==> config.mk <==
export PLATFORM = sky130hd
export DESIGN_NAME = lsu_top
export DESIGN_NICKNAME = d
export VERILOG_FILES = /design/src/hw/lsu_op_pkg.sv /design/src/hw/lsu_pipe_pkg.sv /design/src/hw/lsu_top.sv /design/src/hw/lsu_ex.sv /design/src/hw/lsu_victim_queue.sv /design/src/hw/lsu_dcache.sv /design/src/hw/lsu_ctrl.sv
export VERILOG_INCLUDE_DIRS = /design/src /design/src/hw
export SDC_FILE = /design/constraint.sdc
export NUM_CORES = 1
export LEC_CHECK = 0
export BUFFER_PORTS_ARGS = -buffer_cell sky130_fd_sc_hd__buf_2
export CORE_ASPECT_RATIO = 1.4
export CORE_MARGIN = 10
export CORE_UTILIZATION = 50
export DETAILED_ROUTE_END_ITERATION = 8
export GPL_ROUTABILITY_DRIVEN = 0
export PLACE_DENSITY = 0.69
export SETUP_SLACK_MARGIN = 0.3
export SYNTH_ARGS = -nofsm -noshare
export SYNTH_HDL_FRONTEND = slang
export SYNTH_SLANG_ARGS = --single-unit
==> constraint.sdc <==
create_clock -name i_clk -period 14.1 [get_ports i_clk]
set_input_delay 2.82 -clock i_clk [delete_from_list [all_inputs] [get_ports i_clk]]
set_output_delay 2.82 -clock i_clk [all_outputs]
set_load 0.01 [all_outputs]
==> src/hw/lsu_defs.svh <==
/* LSU subsystem sizing macros: word, address, tag and select widths,
   plus data cache and victim queue sizes */

`ifndef LSU_DEFS_SVH
`define LSU_DEFS_SVH

// Datapath widths
`define LSU_DATA_WIDTH      32
`define LSU_ADDR_WIDTH      32

// ROB tag carried with every operation
`define LSU_ROB_IDX_WIDTH   5

// One-hot select vectors into the load and store queues
`define LSU_LQ_DEPTH        8
`define LSU_SQ_DEPTH        8

// Direct-mapped cache, one word per line
`define LSU_DC_SETS         16

// Victim queue entries
`define LSU_VQ_DEPTH        4

`endif
==> src/hw/lsu_op_pkg.sv <==
/* LSU operation types: the opcode enum and its decoded class bits */

package lsu_op_pkg;

    // Memory operations accepted by the request stage
    // Loads are all sign-extending
    typedef enum logic [2:0] {
        OP_FILL = 3'd0,
        OP_LB   = 3'd1,
        OP_LH   = 3'd2,
        OP_LW   = 3'd3,
        OP_ST   = 3'd4
    } op_e;

    // Decoded operation class, one bit per kind
    typedef struct packed {
        logic load;
        logic store;
        logic fill;
    } op_is_t;

    // Idle value for a decoded class
    localparam op_is_t OP_IS_NONE = '{
        load:  1'b0,
        store: 1'b0,
        fill:  1'b0
    };

endpackage

==> src/hw/lsu_pipe_pkg.sv <==
/* LSU pipeline payloads: request, memory stage, CDB broadcast
   and LQ/SQ update */

`include "lsu_defs.svh"

package lsu_pipe_pkg;

    // Request as offered by the issue side
    typedef struct packed {
        lsu_op_pkg::op_e                op;
        logic [`LSU_ADDR_WIDTH-1:0]     addr;
        logic [`LSU_DATA_WIDTH-1:0]     data;
        logic [`LSU_ROB_IDX_WIDTH-1:0]  tag;
        logic [`LSU_LQ_DEPTH-1:0]       lq_select;
        logic [`LSU_SQ_DEPTH-1:0]       sq_select;
        logic                           retire;
        logic                           fill_replay;
    } lsu_req_t;

    // Request plus its decoded class, held in the memory stage
    typedef struct packed {
        lsu_req_t                       req;
        lsu_op_pkg::op_is_t             op_is;
    } mem_stage_t;

    // Common data bus result
    typedef struct packed {
        logic [`LSU_DATA_WIDTH-1:0]     data;
        logic [`LSU_ROB_IDX_WIDTH-1:0]  tag;
    } cdb_t;

    // Feedback to the load and store queues
    typedef struct packed {
        logic [`LSU_LQ_DEPTH-1:0]       lq_select;
        logic [`LSU_SQ_DEPTH-1:0]       sq_select;
        logic                           retry;
        logic                           replay;
    } lsq_update_t;

endpackage

==> src/hw/lsu_top.sv <==
/* LSU back end top level: control, data cache, victim queue
   and execute stage */

`timescale 1ns/100ps

`include "lsu_defs.svh"

module lsu_top (
    input  logic                        i_clk,
    input  logic                        i_rst_n,
    input  logic                        i_flush,

    input  logic                        i_req_valid,
    input  lsu_pipe_pkg::lsu_req_t      i_req,

    output logic                        o_cdb_valid,
    output lsu_pipe_pkg::cdb_t          o_cdb,
    output logic                        o_lq_update_en,
    output logic                        o_sq_update_en,
    output lsu_pipe_pkg::lsq_update_t   o_lsq_update
);

    logic                        mem_valid;
    lsu_pipe_pkg::mem_stage_t    mem;

    logic                        dc_hit;
    logic [`LSU_DATA_WIDTH-1:0]  dc_data;
    logic                        vq_hit;
    logic [`LSU_DATA_WIDTH-1:0]  vq_data;

    logic                        evict_valid;
    logic [`LSU_ADDR_WIDTH-1:0]  evict_addr;
    logic [`LSU_DATA_WIDTH-1:0]  evict_data;

    lsu_ctrl u_ctrl (
        .i_clk       (i_clk),
        .i_rst_n     (i_rst_n),
        .i_flush     (i_flush),
        .i_req_valid (i_req_valid),
        .i_req       (i_req),
        .o_mem_valid (mem_valid),
        .o_mem       (mem)
    );

    lsu_dcache u_dcache (
        .i_clk         (i_clk),
        .i_rst_n       (i_rst_n),
        .i_mem_valid   (mem_valid),
        .i_mem         (mem),
        .i_flush       (i_flush),
        .o_hit         (dc_hit),
        .o_data        (dc_data),
        .o_evict_valid (evict_valid),
        .o_evict_addr  (evict_addr),
        .o_evict_data  (evict_data)
    );

    lsu_victim_queue u_victim_queue (
        .i_clk         (i_clk),
        .i_rst_n       (i_rst_n),
        .i_mem_valid   (mem_valid),
        .i_mem         (mem),
        .i_flush       (i_flush),
        .i_evict_valid (evict_valid),
        .i_evict_addr  (evict_addr),
        .i_evict_data  (evict_data),
        .o_hit         (vq_hit),
        .o_data        (vq_data)
    );

    lsu_ex u_ex (
        .i_clk          (i_clk),
        .i_rst_n        (i_rst_n),
        .i_flush        (i_flush),
        .i_mem_valid    (mem_valid),
        .i_mem          (mem),
        .i_dc_hit       (dc_hit),
        .i_dc_data      (dc_data),
        .i_vq_hit       (vq_hit),
        .i_vq_data      (vq_data),
        .o_cdb_valid    (o_cdb_valid),
        .o_cdb          (o_cdb),
        .o_lq_update_en (o_lq_update_en),
        .o_sq_update_en (o_sq_update_en),
        .o_lsq_update   (o_lsq_update)
    );

endmodule

==> src/hw/lsu_ex.sv <==
/* LSU execute stage: merges cache and victim data, sign-extends loads,
   and registers the CDB broadcast and the LQ/SQ update */

`timescale 1ns/100ps

`include "lsu_defs.svh"

module lsu_ex (
    input  logic                          i_clk,
    input  logic                          i_rst_n,
    input  logic                          i_flush,

    // Memory stage
    input  logic                          i_mem_valid,
    input  lsu_pipe_pkg::mem_stage_t      i_mem,

    // Lookup results
    input  logic                          i_dc_hit,
    input  logic [`LSU_DATA_WIDTH-1:0]    i_dc_data,
    input  logic                          i_vq_hit,
    input  logic [`LSU_DATA_WIDTH-1:0]    i_vq_data,

    // CDB broadcast
    output logic                          o_cdb_valid,
    output lsu_pipe_pkg::cdb_t            o_cdb,

    // LQ/SQ feedback
    output logic                          o_lq_update_en,
    output logic                          o_sq_update_en,
    output lsu_pipe_pkg::lsq_update_t     o_lsq_update
);

    localparam int DATA_W = `LSU_DATA_WIDTH;

    logic               live;
    logic               any_hit;
    logic               cdb_valid;
    logic               lq_en;
    logic               sq_en;
    logic [DATA_W-1:0]  raw_data;
    logic [DATA_W-1:0]  load_data;

    assign live    = i_mem_valid & ~i_flush;
    assign any_hit = i_dc_hit | i_vq_hit;

    // Stores always complete, loads only when some source hit
    assign cdb_valid = live & ~i_mem.op_is.fill & ~i_mem.req.retire
                     & (i_mem.op_is.store | any_hit);
    assign lq_en = live & i_mem.op_is.load;
    assign sq_en = live & i_mem.req.retire;

    // Victim queue data wins over the cache
    assign raw_data = i_vq_hit ? i_vq_data : i_dc_data;

    always_comb begin
        case (i_mem.req.op)
            lsu_op_pkg::OP_LB: load_data = {{(DATA_W-8){raw_data[7]}}, raw_data[7:0]};
            lsu_op_pkg::OP_LH: load_data = {{(DATA_W-16){raw_data[15]}}, raw_data[15:0]};
            default:           load_data = raw_data;
        endcase
    end

    always_ff @(posedge i_clk) begin
        if (!i_rst_n) begin
            o_cdb_valid    <= 1'b0;
            o_lq_update_en <= 1'b0;
            o_sq_update_en <= 1'b0;
        end else begin
            o_cdb_valid    <= cdb_valid;
            o_lq_update_en <= lq_en;
            o_sq_update_en <= sq_en;
        end
    end

    always_ff @(posedge i_clk) begin
        o_cdb.data             <= load_data;
        o_cdb.tag              <= i_mem.req.tag;
        o_lsq_update.lq_select <= i_mem.req.lq_select;
        o_lsq_update.sq_select <= i_mem.req.sq_select;
        // Miss in both places, the queue has to try again
        o_lsq_update.retry     <= ~any_hit;
        o_lsq_update.replay    <= i_mem.req.fill_replay;
    end

endmodule

==> src/hw/lsu_victim_queue.sv <==
/* Victim queue: circular buffer of evicted lines with fully
   associative lookup and invalidation when a fill returns a line */

`timescale 1ns/100ps

`include "lsu_defs.svh"

module lsu_victim_queue (
    input  logic                        i_clk,
    input  logic                        i_rst_n,

    input  logic                        i_mem_valid,
    input  lsu_pipe_pkg::mem_stage_t    i_mem,
    input  logic                        i_flush,

    // Line displaced by the cache
    input  logic                        i_evict_valid,
    input  logic [`LSU_ADDR_WIDTH-1:0]  i_evict_addr,
    input  logic [`LSU_DATA_WIDTH-1:0]  i_evict_data,

    output logic                        o_hit,
    output logic [`LSU_DATA_WIDTH-1:0]  o_data
);

    localparam int DATA_W = `LSU_DATA_WIDTH;
    localparam int ADDR_W = `LSU_ADDR_WIDTH;
    localparam int DEPTH  = `LSU_VQ_DEPTH;
    localparam int OFF_W  = $clog2(DATA_W / 8);
    localparam int LINE_W = ADDR_W - OFF_W;
    localparam int PTR_W  = $clog2(DEPTH);

    logic [DEPTH-1:0]   valid_q;
    logic [LINE_W-1:0]  line_q [DEPTH];
    logic [DATA_W-1:0]  data_q [DEPTH];
    logic [PTR_W-1:0]   wr_ptr_q;

    logic [DEPTH-1:0]   match;
    logic               fill_inv;

    // Search every entry by line address
    always_comb begin
        match  = '0;
        o_data = '0;
        for (int i = 0; i < DEPTH; i++) begin
            match[i] = valid_q[i] & (line_q[i] == i_mem.req.addr[ADDR_W-1:OFF_W]);
            if (match[i]) begin
                o_data = o_data | data_q[i];
            end
        end
    end

    assign o_hit    = i_mem_valid & (|match);
    assign fill_inv = i_mem_valid & ~i_flush & i_mem.op_is.fill;

    // Push at the write pointer, which overwrites the oldest entry once full
    always_ff @(posedge i_clk) begin
        if (!i_rst_n) begin
            valid_q  <= '0;
            wr_ptr_q <= '0;
        end else begin
            if (fill_inv) begin
                valid_q <= valid_q & ~match;
            end
            if (i_evict_valid) begin
                valid_q[wr_ptr_q] <= 1'b1;
                wr_ptr_q          <= (wr_ptr_q == PTR_W'(DEPTH - 1)) ? '0 : wr_ptr_q + 1'b1;
            end
        end
    end

    always_ff @(posedge i_clk) begin
        if (i_evict_valid) begin
            line_q[wr_ptr_q] <= i_evict_addr[ADDR_W-1:OFF_W];
            data_q[wr_ptr_q] <= i_evict_data;
        end
    end

    // A line lives in at most one entry
    a_single_match: assert property (
        @(posedge i_clk) disable iff (!i_rst_n)
        $onehot0(match)
    );

endmodule

==> src/hw/lsu_dcache.sv <==
/* Direct-mapped data cache, one word per line; combinational lookup,
   fill and retiring-store writes, and eviction of displaced lines */

`timescale 1ns/100ps

`include "lsu_defs.svh"

module lsu_dcache (
    input  logic                        i_clk,
    input  logic                        i_rst_n,

    input  logic                        i_mem_valid,
    input  lsu_pipe_pkg::mem_stage_t    i_mem,
    input  logic                        i_flush,

    // Lookup result to the execute stage
    output logic                        o_hit,
    output logic [`LSU_DATA_WIDTH-1:0]  o_data,

    // Displaced line to the victim queue
    output logic                        o_evict_valid,
    output logic [`LSU_ADDR_WIDTH-1:0]  o_evict_addr,
    output logic [`LSU_DATA_WIDTH-1:0]  o_evict_data
);

    localparam int DATA_W = `LSU_DATA_WIDTH;
    localparam int ADDR_W = `LSU_ADDR_WIDTH;
    localparam int SETS   = `LSU_DC_SETS;
    localparam int OFF_W  = $clog2(DATA_W / 8);
    localparam int IDX_W  = $clog2(SETS);
    localparam int TAG_W  = ADDR_W - IDX_W - OFF_W;

    logic [SETS-1:0]    valid_q;
    logic [TAG_W-1:0]   tag_q  [SETS];
    logic [DATA_W-1:0]  data_q [SETS];

    logic [IDX_W-1:0]   idx;
    logic [TAG_W-1:0]   tag;
    logic               tag_match;
    logic               active;
    logic               fill_we;
    logic               store_we;

    // Index above the byte offset, tag above the index
    assign idx = i_mem.req.addr[OFF_W +: IDX_W];
    assign tag = i_mem.req.addr[ADDR_W-1 -: TAG_W];

    assign tag_match = valid_q[idx] & (tag_q[idx] == tag);
    assign o_hit     = i_mem_valid & tag_match;
    assign o_data    = data_q[idx];

    assign active   = i_mem_valid & ~i_flush;
    assign fill_we  = active & i_mem.op_is.fill;
    // Retiring stores only write a line that is already present
    assign store_we = active & i_mem.op_is.store & i_mem.req.retire & tag_match;

    // A fill pushes out a valid line holding another address
    assign o_evict_valid = fill_we & valid_q[idx] & (tag_q[idx] != tag);
    assign o_evict_addr  = {tag_q[idx], idx, {OFF_W{1'b0}}};
    assign o_evict_data  = data_q[idx];

    always_ff @(posedge i_clk) begin
        if (!i_rst_n) begin
            valid_q <= '0;
        end else if (fill_we) begin
            valid_q[idx] <= 1'b1;
        end
    end

    always_ff @(posedge i_clk) begin
        if (fill_we) begin
            tag_q[idx]  <= tag;
            data_q[idx] <= i_mem.req.data;
        end else if (store_we) begin
            data_q[idx] <= i_mem.req.data;
        end
    end

    // Evictions come only from an operation whose opcode is a fill
    a_evict_on_fill: assert property (
        @(posedge i_clk) disable iff (!i_rst_n)
        o_evict_valid |-> i_mem.req.op == lsu_op_pkg::OP_FILL
    );

endmodule

==> src/hw/lsu_ctrl.sv <==
/* LSU control: decodes incoming requests, applies flush and holds
   the memory stage valid and payload registers */

`timescale 1ns/100ps

module lsu_ctrl (
    input  logic                      i_clk,
    input  logic                      i_rst_n,
    input  logic                      i_flush,

    // Request side
    input  logic                      i_req_valid,
    input  lsu_pipe_pkg::lsu_req_t    i_req,

    // Memory stage
    output logic                      o_mem_valid,
    output lsu_pipe_pkg::mem_stage_t  o_mem
);

    lsu_op_pkg::op_is_t  req_op_is;
    logic                req_take;

    // Decode the opcode into its class bits
    always_comb begin
        req_op_is = lsu_op_pkg::OP_IS_NONE;
        case (i_req.op)
            lsu_op_pkg::OP_FILL: req_op_is.fill  = 1'b1;
            lsu_op_pkg::OP_LB,
            lsu_op_pkg::OP_LH,
            lsu_op_pkg::OP_LW:   req_op_is.load  = 1'b1;
            lsu_op_pkg::OP_ST:   req_op_is.store = 1'b1;
            default:             req_op_is       = lsu_op_pkg::OP_IS_NONE;
        endcase
    end

    // Flush blocks entry of the request being offered
    assign req_take = i_req_valid & ~i_flush;

    // Stage valid, cleared by reset and by flush
    always_ff @(posedge i_clk) begin
        if (!i_rst_n) begin
            o_mem_valid <= 1'b0;
        end else begin
            o_mem_valid <= req_take;
        end
    end

    // Payload follows the request every cycle
    always_ff @(posedge i_clk) begin
        o_mem.req   <= i_req;
        o_mem.op_is <= req_op_is;
    end

    // Only stores may retire through the LSU
    a_retire_is_store: assert property (
        @(posedge i_clk) disable iff (!i_rst_n)
        i_req_valid && i_req.retire |-> i_req.op == lsu_op_pkg::OP_ST
    );

endmodule

Word-level counts from Yosys, hierarchy flattened
Memories as Yosys holds them, arrays and structs flattened. A register that Yosys moved wholly into a read port is not among the register bits.
Cells that the tools add are included.
{"block": "word_totals", "mem_bits_rw": 1176, "reg_bits": 174, "memories": 4, "input_bits": 94, "out_inout_bits": 58, "wordCells": 112}
{"memory": "u_dcache.data_q", "depth": 16, "word_bits": 32, "read_ports": 1, "rd_ports_with_merged_regs": 1, "wr": 1, "line": "lsu_dcache.sv:35", "text": "logic [DATA_W-1:0] data_q [SETS];"}
{"memory": "u_dcache.tag_q", "depth": 16, "word_bits": 26, "read_ports": 1, "rd_ports_with_merged_regs": 1, "wr": 1, "line": "lsu_dcache.sv:34", "text": "logic [TAG_W-1:0] tag_q [SETS];"}
{"memory": "u_victim_queue.data_q", "depth": 4, "word_bits": 32, "read_ports": 4, "rd_ports_with_merged_regs": 0, "wr": 1, "line": "lsu_victim_queue.sv:34", "text": "logic [DATA_W-1:0] data_q [DEPTH];"}
{"memory": "u_victim_queue.line_q", "depth": 4, "word_bits": 30, "read_ports": 4, "rd_ports_with_merged_regs": 0, "wr": 1, "line": "lsu_victim_queue.sv:33", "text": "logic [LINE_W-1:0] line_q [DEPTH];"}
{"block": "classes", "mux": 27, "reduce_logical": 5, "n_bitwise": 34, "magnitude_cmp": 4, "n_addsub": 1, "n_eq_ne": 13}
{"operator": "$mux 32", "count": 6}
{"operator": "$eq 30x30->1", "count": 4}
{"operator": "$or 32x32->32", "count": 3}
{"operator": "$pmux 32 s2", "count": 1}
{"operator": "$eq 26x26->1", "count": 1}
{"operator": "$ne 26x26->1", "count": 1}
{"operator": "$and 1x1->1", "count": 20}
{"operator": "$or 16x16->16", "count": 1}
{"operator": "$mux 1", "count": 13}
{"operator": "$mux 4", "count": 3}
{"operator": "$eq 3x2->1 const B", "count": 3}
{"operator": "$eq 3x1->1 const B", "count": 2}
{"operator": "$lt 4x5->1 const B", "count": 1}
{"operator": "$and 4x4->4", "count": 1}
{"operator": "$bmux 1 s4", "count": 1}
{"operator": "$demux 1 s4", "count": 1}
{"operator": "$ge 4x1->1 const B", "count": 1}
{"operator": "$not 1->1", "count": 4}
{"operator": "$not 4->4", "count": 1}
{"operator": "$or 4x4->4", "count": 1}
{"operator": "$reduce_or 4->1", "count": 1}
{"operator": "$eq 3x3->1 const B", "count": 1}
{"operator": "$logic_not 3->1", "count": 1}
{"operator": "$lt 2x3->1 const B", "count": 1}
{"operator": "other kinds (8)", "count": 11}

Logic depth before layout (Yosys ltp)
An unclocked memory read counts as a cell.
{"block": "logic_depth", "depth_word": 12, "ltp_mapped": 14, "depth_no_buf": 8}

Cells and area by module
Synthesis repeated with hierarchy kept, for this count alone.
{"block": "hier_totals", "hier_cells": 2600, "hier_area_um2": 51679.6}
{"mod": "lsu_dcache", "cells_each": 1695, "instances": 1, "area_per_inst_um2": 37385.9, "seq_area_each_um2": 28187.0}
{"mod": "lsu_victim_queue", "cells_each": 673, "instances": 1, "area_per_inst_um2": 10606.4, "seq_area_each_um2": 7567.3}
{"mod": "lsu_ctrl", "cells_each": 98, "instances": 1, "area_per_inst_um2": 1923.1, "seq_area_each_um2": 1881.8}
{"mod": "lsu_ex", "cells_each": 134, "instances": 1, "area_per_inst_um2": 1764.2, "seq_area_each_um2": 1161.1}

Worst setup path before layout
OpenSTA, ideal clock, no wires.
{"block": "synth_timing", "path_type": "input-to-reg", "from": "input i_flush", "to": "memory u_dcache.data_q[10][0] (netlist name) (enable)", "setup_time_ns": 0.470, "cell_stages": 5, "path_buffers": 1, "arrival_time_ns": 6.113, "required_time_ns": 13.630, "setup_slack_ns": 7.517, "cell_sequence": "nor2b_1 -> and4_1 -> nand4_4 -> buf_6 -> a211oi_1"}
{"block": "synth_via", "elab_chain_cells": 9, "word_cells_on_any_way": 12, "classes_between": "mux (5); bitwise (7)"}
{"item": "start, declared", "line": "lsu_top.sv:11", "text": "input logic i_flush,"}
{"item": "$not 1->1 (*)", "line": "lsu_dcache.sv:52", "text": "assign active = i_mem_valid & ~i_flush;"}
{"item": "$and 1x1->1 (*)", "line": "lsu_dcache.sv:52"}
{"item": "$and 1x1->1 (3 in series)", "line": "lsu_dcache.sv:55", "text": "assign store_we = active & i_mem.op_is.store & i_mem.req.retire & tag_match;"}
{"item": "$mux 1", "line": "lsu_dcache.sv:74", "text": "end else if (store_we) begin"}
{"item": "$mux 1", "line": "lsu_dcache.sv:71", "text": "if (fill_we) begin"}
{"item": "$mux 1 (implied by the code)", "line": "lsu_dcache.sv:75", "text": "data_q[idx] <= i_mem.req.data;"}
{"item": "$or 1x1->1 (no line) (*)"}
{"item": "end, declared", "line": "lsu_dcache.sv:35"}
Mark *: on every way between the ends. The rest lies on a longest branch, timed or not.

Final worst setup path
{"block": "layout_timing", "from": "register u_ctrl.o_mem[60] (netlist name)", "to": "memory u_dcache.data_q[12][18] (netlist name) (enable)"}
{"block": "layout_via", "elab_chain_cells": 8}
{"item": "start, declared", "line": "lsu_ctrl.sv:17", "text": "output lsu_pipe_pkg::mem_stage_t o_mem"}
{"item": "$bmux 1 s4", "line": "lsu_dcache.sv:48", "text": "assign tag_match = valid_q[idx] & (tag_q[idx] == tag);"}
{"item": "$mux 1 (implied by the code)", "line": "lsu_dcache.sv:48"}
{"item": "$and 1x1->1", "line": "lsu_dcache.sv:48"}
{"item": "$and 1x1->1", "line": "lsu_dcache.sv:55"}
{"item": "$mux 1", "line": "lsu_dcache.sv:74"}
{"item": "$mux 1", "line": "lsu_dcache.sv:71"}
{"item": "$mux 1 (implied by the code)", "line": "lsu_dcache.sv:75"}
{"item": "$or 1x1->1 (no line)"}
Parallel ways exist; a longest one is shown, timed or not. The select of a mux whose other input is x is not followed.

==> flow_metrics.env <==
export IMPL_outcome="finished clean"
export IMPL_worst_slew_pin_slew_ns=1.19
export IMPL_slowest_stage="buf_4"
export IMPL_synth_enable_flop_cells=1176
export IMPL_post_drt_via_cell_ratio=6.05
export IMPL_top_layer_used="met4"
export IMPL_switchingPower_w=0.00168
export IMPL_seqPwrFrac=0.552
export IMPL_ys_warn_count=0
export IMPL_vdd_drop_max_v=0.000122
export IMPL_path_max_fanout=115
export IMPL_comb_power_share=0.042
export IMPL_synth_seq_cells=1348
export IMPL_netlist_area_leader_share=0.696
export IMPL_p_total_w=0.00800
export IMPL_cp_required_ns=14.41
export IMPL_clk_latency_ns=0.75
export IMPL_slew_headroom=0.204
export IMPL_grt_use_total=0.210
export IMPL_fin_crit_ns=7.12
export IMPL_cp_buffers_inverters=3
export IMPL_synthFlopType="edfxtp_1"
export IMPL_syn_inst=2571
export IMPL_antenna_found_initial=1
export IMPL_portBuffers=149
export IMPL_cp_start_kind="flip-flop"
export IMPL_slowest_delay_ns=0.84
export IMPL_fin_ws_ns=6.98
export IMPL_antenna_cells=0
export IMPL_wire_per_inst_um=28.6
export IMPL_drt_iter0_markers=2307
export IMPL_fp_row_count=138
export IMPL_post_cts_resized=0
export IMPL_pre_cts_ws_ns=6.90
export IMPL_fin_tns_setup_ns=0
export IMPL_dp_hpwl_mm=68.2
export IMPL_numClockSinks=1348
export IMPL_ant_nets=0
export IMPL_clk_pin_slew_ns=0.07
export IMPL_final_min_period_over_clock_period=0.505
export IMPL_drv_cap=0
export IMPL_setup_viol=0
export IMPL_yosysSeqAreaShare=0.763
export IMPL_cpMostUsedCell="buf_4"
export IMPL_ys_types=73
export IMPL_fin_worst_skew_ns=0.0760
export IMPL_netSwitchingFraction=0.210
export IMPL_synth_top_cell_by_area="edfxtp_1"
export IMPL_cts_setup_buffers=0
export IMPL_wl_met1_mm=44.3
export IMPL_cts_made_buffers=119
export IMPL_fill_cells=7424
export IMPL_fin_nets=2868
export IMPL_synth_nets=2669
export IMPL_rsz0062_at_grt="no"
export IMPL_leakage_nw=19.1
export IMPL_synth_commonest_cells="1176 x edfxtp_1, 219 x mux4_2, 172 x dfxtp_1, 127 x mux2i_1, 101 x xor2_1"
export IMPL_cts_hold_buf=0
export IMPL_htree_levels=3
export IMPL_p_int_w=0.00632
export IMPL_grt_max_degree=116
export IMPL_grt_first_pass_wirelength_mm=176
export IMPL_io_pins=152
export IMPL_drive_gt1_frac=0.245
export IMPL_root_buffer="clkbuf_16"
export IMPL_arrival_ns=7.43
export IMPL_async_reset_ff_frac=0
export IMPL_grt_pass1_vias=26617
export IMPL_power_frac_clock=0.406
export IMPL_crit_chain="buf_12 -> buf_4 -> nand2b_1 -> o22ai_1 -> nor3_1 -> nand4b_1 -> o31ai_1 -> and4bb_1 -> nand4_4 -> a2111oi_4 -> buf_4"
export IMPL_hp_class="flip-flop to flip-flop"
export IMPL_cts_tree="done"
export IMPL_die_h_um=397
export IMPL_finalMaxSlewViolations=0
export IMPL_gr_total_overflow=0
export IMPL_cp_top_family="buffers and inverters"
export IMPL_wl_mm=120
export IMPL_hold_violations=0
export IMPL_synthMostInstantiatedCell="edfxtp_1"
export IMPL_drt_pass1_iterations=5
export IMPL_start_util=0.503
export IMPL_core_area_um2=101000
export IMPL_max_freq_ghz=0.140
export IMPL_power_density_nw_per_um2=140
export IMPL_met2_wirelength_mm=63.5
export IMPL_crit_path_end_kind="flip-flop"
export IMPL_syn_area_per_cell_um2=19.7
export IMPL_drcViolationCount=0
export IMPL_netlist_top_cells_area="edfxtp_1 70%, mux4_2 9.7%, dfxtp_1 6.8%"
export IMPL_die_area_um2=115000
export IMPL_finish_utilization=0.567
export IMPL_dieWidth_um=289
export IMPL_wl_met3_mm=7.66
export IMPL_syn_to_final_growth_pct=12.9
export IMPL_path_class="flip-flop to flip-flop"
export IMPL_clk_path_buf_depth=3
export IMPL_syn_cell_area_um2=50800
export IMPL_via_count=25439
-- metrics by stage --
stage                     hold slack [ns]  instance area (um2)  instances
after floorplan                     0.310                50800       2571
after global placement              0.309                53300       3979
after detailed placement            0.313                53300       3979
after CTS                           0.328                57300       4206
after global routing                0.330                57300       4206
final                               0.327                57300       4206
-- worst paths after layout --
kind	from	to	slack (ns)	depth (start not counted)
setup / recovery	u_ctrl.o_mem[60]	u_dcache.data_q[12][18]	6.98	11
setup reg to reg	u_ctrl.o_mem[60]	u_dcache.data_q[12][18]	6.98	11
hold / removal	u_ctrl.o_mem[25]	u_ex.o_cdb[4]	0.33	0
hold reg to reg	u_ctrl.o_mem[25]	u_ex.o_cdb[4]	0.33	0
-- layout make-up --
class / count / area (um2) / share of cell area
Sequential cell: 1348 / 38800 / 0.677
Multi-Input combinational cell: 1068 / 11600 / 0.202
Clock buffer: 178 / 3440 / 0.0601
Tap cell: 1330 / 1660 / 0.0290
Timing Repair Buffer: 218 / 1290 / 0.0225
Clock inverter: 49 / 505 / 0.00882
Inverter: 15 / 56.3 / 0.000983
-- power groups by stage --
stage,combinational (W),sequential [W],clock [W]
after floorplan,0.000218,0.00449,0
after global placement,0.000332,0.00450,0
after detailed placement,0.000337,0.00451,0
after CTS,0.000339,0.00442,0.00330
after global routing,0.000359,0.00443,0.00346
final,0.000336,0.00442,0.00325
-- state kept, by name, indices dropped and copies added, names as in the netlist --
name / flops
u_victim_queue.data_q: 128
u_dcache.valid_q: 16
u_ex.o_cdb_valid: 1
u_ctrl.o_mem: 91
u_ex.o_lq_update_en: 1
u_victim_queue.line_q: 120
u_dcache.tag_q: 416
u_ex.o_lsq_update: 18
u_ex.o_cdb: 37
u_ctrl.o_mem_valid: 1
u_ex.o_sq_update_en: 1
u_victim_queue.wr_ptr_q: 2
u_dcache.data_q: 512
u_victim_queue.valid_q: 4
-- cells by family after synthesis --
kind of cell / count (synthesis) / synth area share
compound gates: 239 / 0.0355
flops: 1348 / 0.763
xor+xnor: 138 / 0.0238
mux: 381 / 0.130
fa+ha+maj: 4 / 0.000986
buf+inv: 155 / 0.0157
simple gates: 306 / 0.0307
-- metal layers --
metal,vias to the layer above,global-route usage
met2,1097,0.369
met1,13308,0.255
met4,0,0.0873
met3,277,0.0314
li1,10757,-
met5,-,0
-- cells in the final DEF, fill, tap and decap left out, types with 6 or more instances in the layout --
cell type   instances
nor4_1             35
xnor2_1            37
nand3_1            12
edfxtp_1         1176
xor2_1            101
nand2b_1           13
nor2_4             16
o31ai_1             7
mux2i_1           127
a22oi_1            94
mux2_2             33
clkinv_2           19
and2_1              7
clkbuf_1           39
clkinv_1            9
a22o_1              8
nor3_1             17
clkinvlp_4          6
buf_2             149
buf_4              67
inv_1              13
a211oi_4           13
nand2_1            85
clkbuf_16         123
a21oi_1            14
o21ai_0            33
o22ai_1            10
clkbuf_8           16
and3_1             15
nor2_1             47
o21a_1              6
a211o_1             6
bufinv_16           6
nand4_1            18
dfxtp_1           168
nor2b_1            13
mux4_2            219
Power figures use the tool's default switching activity.
